`config.mk`:
```
export PLATFORM = sky130hd
export DESIGN_NAME = mont_control
export DESIGN_NICKNAME = d
export VERILOG_FILES = /design/src/mont_pkg.sv /design/src/mont_control.sv
export SDC_FILE = /design/constraint.sdc
export NUM_CORES = 1
export LEC_CHECK = 0
export BUFFER_PORTS_ARGS = -buffer_cell sky130_fd_sc_hd__buf_4
export CORE_MARGIN = 3
export CORE_UTILIZATION = 40
export DETAILED_ROUTE_END_ITERATION = 6
export SYNTH_ARGS = -nofsm -noshare
export SYNTH_HDL_FRONTEND = slang
export SYNTH_SLANG_ARGS = --single-unit
```
`constraint.sdc`:
```
create_clock -name clk -period 4.45 [get_ports clk]
set_input_delay 0.445 -clock clk [delete_from_list [all_inputs] [get_ports clk]]
set_output_delay 0.445 -clock clk [all_outputs]
set_load 0.02 [all_outputs]
```
`src/mont_pkg.sv`:
```
`default_nettype none

package mont_pkg;

    // default operand and limb sizes for the top level
    localparam int DEFAULT_WIDTH      = 1024;
    localparam int DEFAULT_LIMB_WIDTH = 64;

    // multiple presented to the adder
    typedef enum logic [2:0] {
        SEL_ZERO, SEL_B, SEL_2B, SEL_3B, SEL_M, SEL_2M, SEL_3M
    } mult_sel_t;

    typedef enum logic {
        OP_ADD, OP_SUB
    } adder_op_t;

    // what the current adder job is for
    typedef enum logic [2:0] {
        PH_PRE_3B, PH_PRE_3M, PH_ADD_B, PH_ADD_M, PH_FINAL
    } phase_t;

    typedef enum logic [2:0] {
        ST_IDLE, ST_PRE_3B, ST_PRE_3M, ST_ADD_B, ST_ADD_M, ST_FINAL, ST_DONE
    } ctrl_state_t;

endpackage

`default_nettype wire

```
`src/mont_control.sv`:
```
`default_nettype none

module mont_control #(
    parameter int WIDTH = 1024
) (
    input  wire                     clk,
    input  wire                     resetn,
    input  wire                     start,
    input  wire                     add_done,
    output logic                    load,
    output logic                    clear,
    output mont_pkg::phase_t        phase,
    output logic                    add_start,
    output logic                    shift_a,
    output logic                    final_valid
);
    import mont_pkg::*;

    localparam int DIGITS = WIDTH / 2;
    localparam int CNT_W  = $clog2(DIGITS + 1);

    ctrl_state_t      state;
    ctrl_state_t      state_next;
    logic [CNT_W-1:0] digit_cnt;
    logic [CNT_W-1:0] cnt_next;
    logic             start_next;
    logic             last_digit;

    assign last_digit = (digit_cnt == CNT_W'(DIGITS - 1));

    always_comb begin
        state_next = state;
        cnt_next   = digit_cnt;
        start_next = 1'b0;
        case (state)
            ST_IDLE: begin
                if (start) begin
                    state_next = ST_PRE_3B;
                    cnt_next   = '0;
                    start_next = 1'b1;
                end
            end
            ST_PRE_3B: begin
                if (add_done) begin
                    state_next = ST_PRE_3M;
                    start_next = 1'b1;
                end
            end
            ST_PRE_3M: begin
                if (add_done) begin
                    state_next = ST_ADD_B;
                    start_next = 1'b1;
                end
            end
            ST_ADD_B: begin
                if (add_done) begin
                    state_next = ST_ADD_M;
                    start_next = 1'b1;
                end
            end
            ST_ADD_M: begin
                if (add_done) begin
                    start_next = 1'b1;
                    if (last_digit) begin
                        state_next = ST_FINAL;
                    end else begin
                        state_next = ST_ADD_B;
                        cnt_next   = digit_cnt + 1'b1;
                    end
                end
            end
            ST_FINAL: begin
                if (add_done) begin
                    state_next = ST_DONE;
                end
            end
            ST_DONE: state_next = ST_IDLE;
            default: state_next = ST_IDLE;
        endcase
    end

    // add_start is registered so each job begins the cycle after the C update
    always_ff @(posedge clk) begin
        if (!resetn) begin
            state     <= ST_IDLE;
            digit_cnt <= '0;
            add_start <= 1'b0;
        end else begin
            state     <= state_next;
            digit_cnt <= cnt_next;
            add_start <= start_next;
        end
    end

    // phase follows the state, final result stays selected in ST_DONE
    always_comb begin
        case (state)
            ST_PRE_3M: phase = PH_PRE_3M;
            ST_ADD_B:  phase = PH_ADD_B;
            ST_ADD_M:  phase = PH_ADD_M;
            ST_FINAL:  phase = PH_FINAL;
            ST_DONE:   phase = PH_FINAL;
            default:   phase = PH_PRE_3B;
        endcase
    end

    // start only counts when idle
    assign load        = start && (state == ST_IDLE);
    assign clear       = start && (state == ST_IDLE);
    assign shift_a     = add_done && (state == ST_ADD_M);
    assign final_valid = (state == ST_DONE);

endmodule

`default_nettype wire

```
After elaboration in Yosys (flattened, before gate mapping)

Index checks and enable logic that the tools add are counted.

Bits in registers: 14
Bits in latches: 0
Memory bits (writable): 0
Bits in read-only memories: 0
Output and inout bits: 8
Logic and storage cells: 42
Memories kept: 0

Add/subtract/negate cells: 1
Multipliers: 0
Divide/modulo/power cells: 0
Order comparisons: 0
Equality and inequality tests: 14
Shifts and indexed selects: 0
Multiplexer cells: 16
Bitwise gates (word level): 0
Reductions and logical operators: 8

Operators by type and width:

| kind                                                             | count |
|---|---|
| 10-bit 2-to-1 mux                                                | 3 |
| 3-bit 2-to-1 mux                                                 | 7 |
| 10-bit case mux with 2 select lines                              | 1 |
| 3-bit case mux with 6 select lines                               | 1 |
| 2-bit inequality test, second input constant                     | 7 |
| 3-bit case mux with 4 select lines                               | 1 |
| 10-bit by 1-bit adder with 10-bit output, second input constant  | 1 |
| 10-bit by 9-bit == test with 1-bit output, second input constant | 1 |
| 3-bit == test, second input constant                             | 3 |
| 3-bit by 2-bit == test with 1-bit output, second input constant  | 2 |
| 6-bit AND reduction                                              | 1 |
| 4-bit AND reduction                                              | 1 |
| 4-bit OR reduction                                               | 1 |
| 3-bit by 1-bit == test with 1-bit output, second input constant  | 1 |
| 3-bit zero test                                                  | 1 |
| 1-bit logical AND                                                | 2 |
| 1-bit 2-to-1 mux                                                 | 2 |
| 1-bit case mux with 2 select lines                               | 1 |
| 2-bit nonzero test                                               | 1 |
| 2-bit OR reduction                                               | 1 |

Logic depth before layout (Yosys ltp)

Depth after elaboration: 4
Mapped depth: 5

Worst setup path before layout

Ideal clock, no wire load.

Kind: reg2out
Start: register state[2]
End: output port load
Data arrival time: 1752 ps
Setup slack: 2253 ps
Stages on the path, launching flop included: 4
Cells stage by stage: dfxtp_1 clkbuf_1 nor4b_1 buf_4

Cells in the longest elaborated chain, start to end: 2

Ends and longest elaborated chain:

| what                   | RTL line           | text |
|---|---|---|
| start, declared        | mont_control.sv:22 | `ctrl_state_t state;` |
| start signal, assigned | mont_control.sv:89 | `state <= state_next;` |
| 3-bit zero test        | --                 |  |
| 1-bit logical AND      | --                 |  |
| end, declared          | mont_control.sv:10 | `output logic load,` |

Every way passes these cells.

Worst setup path after layout

Start: register state[2]
End: output port shift_a

Cells in the longest elaborated chain, start to end: 2

Ends and longest elaborated chain:

| what              | RTL line            | text |
|---|---|---|
| 3-bit == test     | mont_control.sv:110 | `assign shift_a = add_done && (state == ST_ADD_M);` |
| 1-bit logical AND | mont_control.sv:110 |  |
| end, declared     | mont_control.sv:14  | `output logic shift_a,` |

Every way passes these cells.

==> run summary <==
Among cell families on the critical path, the largest total delay comes from simple AND/OR/NAND/NOR gates. The average via count per standard cell came out at 5.66. Counting the buffers created by CTS gives 3. The DRC violations left was 0. The highest net fanout along the worst path came out at 12.

The clock transition at the register clock pins on the worst setup and hold paths after CTS is 0.08 ns, and the number of enable-type register cells in the synthesized netlist is 0. For the worst setup path, the data required time is 4.01 ns. Entering global routing, the biggest net connects 15 pins. TritonCTS built the clock tree. The flow ran to the end, and the final reports show no timing, DRC or antenna violations. After routing, the total negative slack on setup checks comes to 0 ns.

For the buffers inserted during post-CTS setup optimization, the log shows 0. The tools report the post-cts hold buffer count as 0. At the worst endpoint, the arrival time is 1.72 ns.

At the later pin of the worst-skew pair, clock insertion delay measures 0.28 ns. In this run the vertical extent of the chip is 52.2 um. Each instance of the synthesized netlist takes up on average 8.63 um2.

The longest clock path from root to sink contains 2 buffers. Traced cell by cell, the critical path runs through or3b_4 > nor2_1 > buf_4. At the end of the flow, the number of nets in the layout was 116. The worst register-to-register path begins at digit_cnt[0]$_SDFFE_PN0P_. 0 antenna diodes ended up in the layout. Depth of the worst register-to-register path: 5. Final period utilization: 48.6%. The critical path in this run is classified as reg2out. The fraction of registers with async set/reset works out to 0%. The row count was 16. For the area taken by multi-input logic gates, the log shows 544 um2. In this run the worst setup path begins at state[2]$_SDFFE_PN0P_. In this run the horizontal extent of the chip is 52.2 um. Routability-driven placement finished with a final weighted congestion of 0.798.

The run gives 0.301 mV as the peak supply drop. The run gives 14 as the number of DRC markers after the initial detailed-route iteration. The most used flip-flop cell after synthesis is sky130_fd_sc_hd__dfxtp_1. The tools report the slack of the worst reg-to-reg path as 2.69 ns. Reg-to-reg endpoint: state[1]$_SDFFE_PN0P_. The cell count after placement is 133.

The cell sitting at the root of the clock tree is a sky130_fd_sc_hd__clkbuf_4. Setup repair after global routing left no endpoint under its margin. The time the final worst path needs with I/O delays and setup works out to 2.16 ns. The run gives 776 as the total number of vias.

The number of buffers and inverters on the critical path was 1; the sum of overflow across all layers after global routing was 0. For the pin with the worst max-slew slack, the measured transition is 0.631 ns. For the sequential area share after synthesis, the log shows 32.8%. The run gives 280 um2 as the storage element area. The wire length of the first global-routing pass is 3040 um. The number of antenna violations at the first check in global routing is 0. Once the floorplan was initialized, standard cells occupied 42.7% of the core.

Worst hold-check path type: in2reg. The slowest stage of the critical path belongs to the cell sky130_fd_sc_hd__dfxtp_1. Setup violations remaining at the end of the flow were counted as 0. Headroom to the max-slew limit: 57.3%. Static timing analysis puts the maximum clock frequency at 462 MHz.

The final count of hold timing violations was 0. For this run, the number of standard cells in the final layout without fillers is 137. The launching element type of the critical path is a register. The I/O pin count came out at 12.

The instance count of the mapped netlist was 99; the quantity of gates resized following cts was 0. Detailed placement finished with a half-perimeter wire length of 1370 um. The worst clock skew is 0.00661 ns.

The number of H-tree levels is 1. During synthesis, Yosys emitted a total of 0 warnings. The number of port buffers was 11; the count of maximum capacitance violations was 0. In this run the worst setup path terminates at shift_a. The total power density per cell area was 271 nW/um2. From synthesis to final layout, the design area changed by 15.7%. The final max-slew violation count was 0; the via count of the first global-routing pass was 666.

In this run the biggest area consumer among cell types represents 32.8% of the synthesized area. For this design the static power due to leakage is 0.359 nW. The filler cells instantiated in the layout total 214. For the die area, the log shows 2730 um2. For this block, the routed nets add up to 1790 um of wire. In this run the cell area of the synthesized design comes to 855 um2. The count of clock tree sinks was 14; the distinct cell type count of the synthesized netlist was 38. The library cells used most frequently in the layout, excluding fill and tap cells, are sky130_fd_sc_hd__a21oi_1, sky130_fd_sc_hd__dfxtp_1, sky130_fd_sc_hd__buf_4. The count of nets left with antenna violations once routing finished came out at 0.

After detailed routing, the average wire length per cell comes to 13.1 um. In this design, the stage delay of the slowest critical-path cell is 0.53 ns. sky130_fd_sc_hd__dfxtp_1 takes more of the synthesized area than any other cell. Leaving out fill and tap cells, the most frequent cell in the layout is sky130_fd_sc_hd__a21oi_1. The critical path runs through a total of 3 cells. In the post-synthesis netlist, the biggest area contributors are sky130_fd_sc_hd__dfxtp_1, sky130_fd_sc_hd__a21oi_1, sky130_fd_sc_hd__o31ai_1.

The tools report the type of element capturing the critical path as an output pin. The post-route netlist has 21.8% of its cells at a drive strength greater than 1. The core region is 2000 um2. In the global route stage, overall resource usage came out at 15.0%.

For the net count of the mapped netlist, the log shows 104. Number of iterations in the first detailed-routing pass: 4. The count of state elements after synthesis works out to 14.
-- registers in the layout, indices dropped and copies added (netlist names) --
signal / count
add_start: 1
state: 3
digit_cnt: 10
-- synth_stat cells, drive strengths merged (2+ instances only) --
master / count
nand4: 2
or4: 5
nor3: 2
nor2: 4
a21oi: 15
dfxtp: 14
clkbuf: 3
nand2b: 3
nand3: 4
nand2: 7
o21ai: 6
or3: 2
o21a: 2
nor4b: 2
o31ai: 6
and2: 2
or3b: 2
inv: 3
-- worst reg2reg max path, delay by kind of cell, from the launching register on --
kind            cells  cell delay [ns]
simple gates        2             0.79
compound gates      2             0.25
fa+ha+maj           1             0.21
flops               1             0.39
-- worst min path at each step --
| stage | startpoint | cells past startpoint | slack (ns) | end |
|---|---|---|---|---|
| detailed placement | digit_cnt[3]$_SDFFE_PN0P_ | 2 | 0.49 | digit_cnt[3]$_SDFFE_PN0P_ |
| global placement | digit_cnt[3]$_SDFFE_PN0P_ | 2 | 0.47 | digit_cnt[3]$_SDFFE_PN0P_ |
| CTS | resetn | 3 | 0.41 | state[1]$_SDFFE_PN0P_ |
| floorplan | digit_cnt[3]$_SDFFE_PN0P_ | 2 | 0.46 | digit_cnt[3]$_SDFFE_PN0P_ |
| finish | resetn | 3 | 0.42 | state[1]$_SDFFE_PN0P_ |
| global route | resetn | 2 | 0.42 | state[2]$_SDFFE_PN0P_ |
-- power by group --
part           switching [mW]  leakage, nW  total [mW]  internal (mW)
logic                  0.0241        0.225      0.0412         0.0170
clock network          0.0413       0.0210      0.0911         0.0497
registers             0.00739        0.113       0.136          0.128
total                  0.0728        0.359       0.268          0.195
-- metal layers --
| metal | track usage [%] | wire, um |
|---|---|---|
| met1 | 20.1 | 915 |
| met2 | 22.8 | 809 |
| met3 | 5.98 | 53 |
| met4 | 2.55 | 13 |
| met5 | 0 | 0 |
-- stage by stage --
stage	total power, mW	setup WS (ns)	area [um2]	utilization, %	hold slack (ns)
2_1_floorplan	0.166	2.25	855	-	0.456
3_3_place_gp	0.180	2.65	952	47.6	0.472
3_5_place_dp	0.180	2.61	952	47.6	0.488
4_1_cts	0.272	2.29	988	49.4	0.410
5_1_grt	0.282	2.16	988	49.4	0.419
6_report	0.268	2.29	988	49.4	0.420
-- area by class of cell --
class,instances,share of cell area [%]
clock buffers,4,3.67
inverters,3,1.14
multi-input cells,78,55.1
flip-flops and latches,14,28.4
well taps,27,3.42
repair buffers,11,8.35
-- kinds of logic (layout without fill, tap and decap cells) --
kind of cell	Yosys count	after routing	share of synthesized area (%)
AOI/OAI and AO/OA	34	34	24.9
xor gates and xnor gates	1	1	1.03
adders and majority gates	1	1	1.46
buffers and inverters	7	18	3.51
DFF	14	14	32.8
muxes	1	1	1.32
and+or+nand+nor	41	41	35.0
No activity file was read; power rests on OpenSTA's default activity.
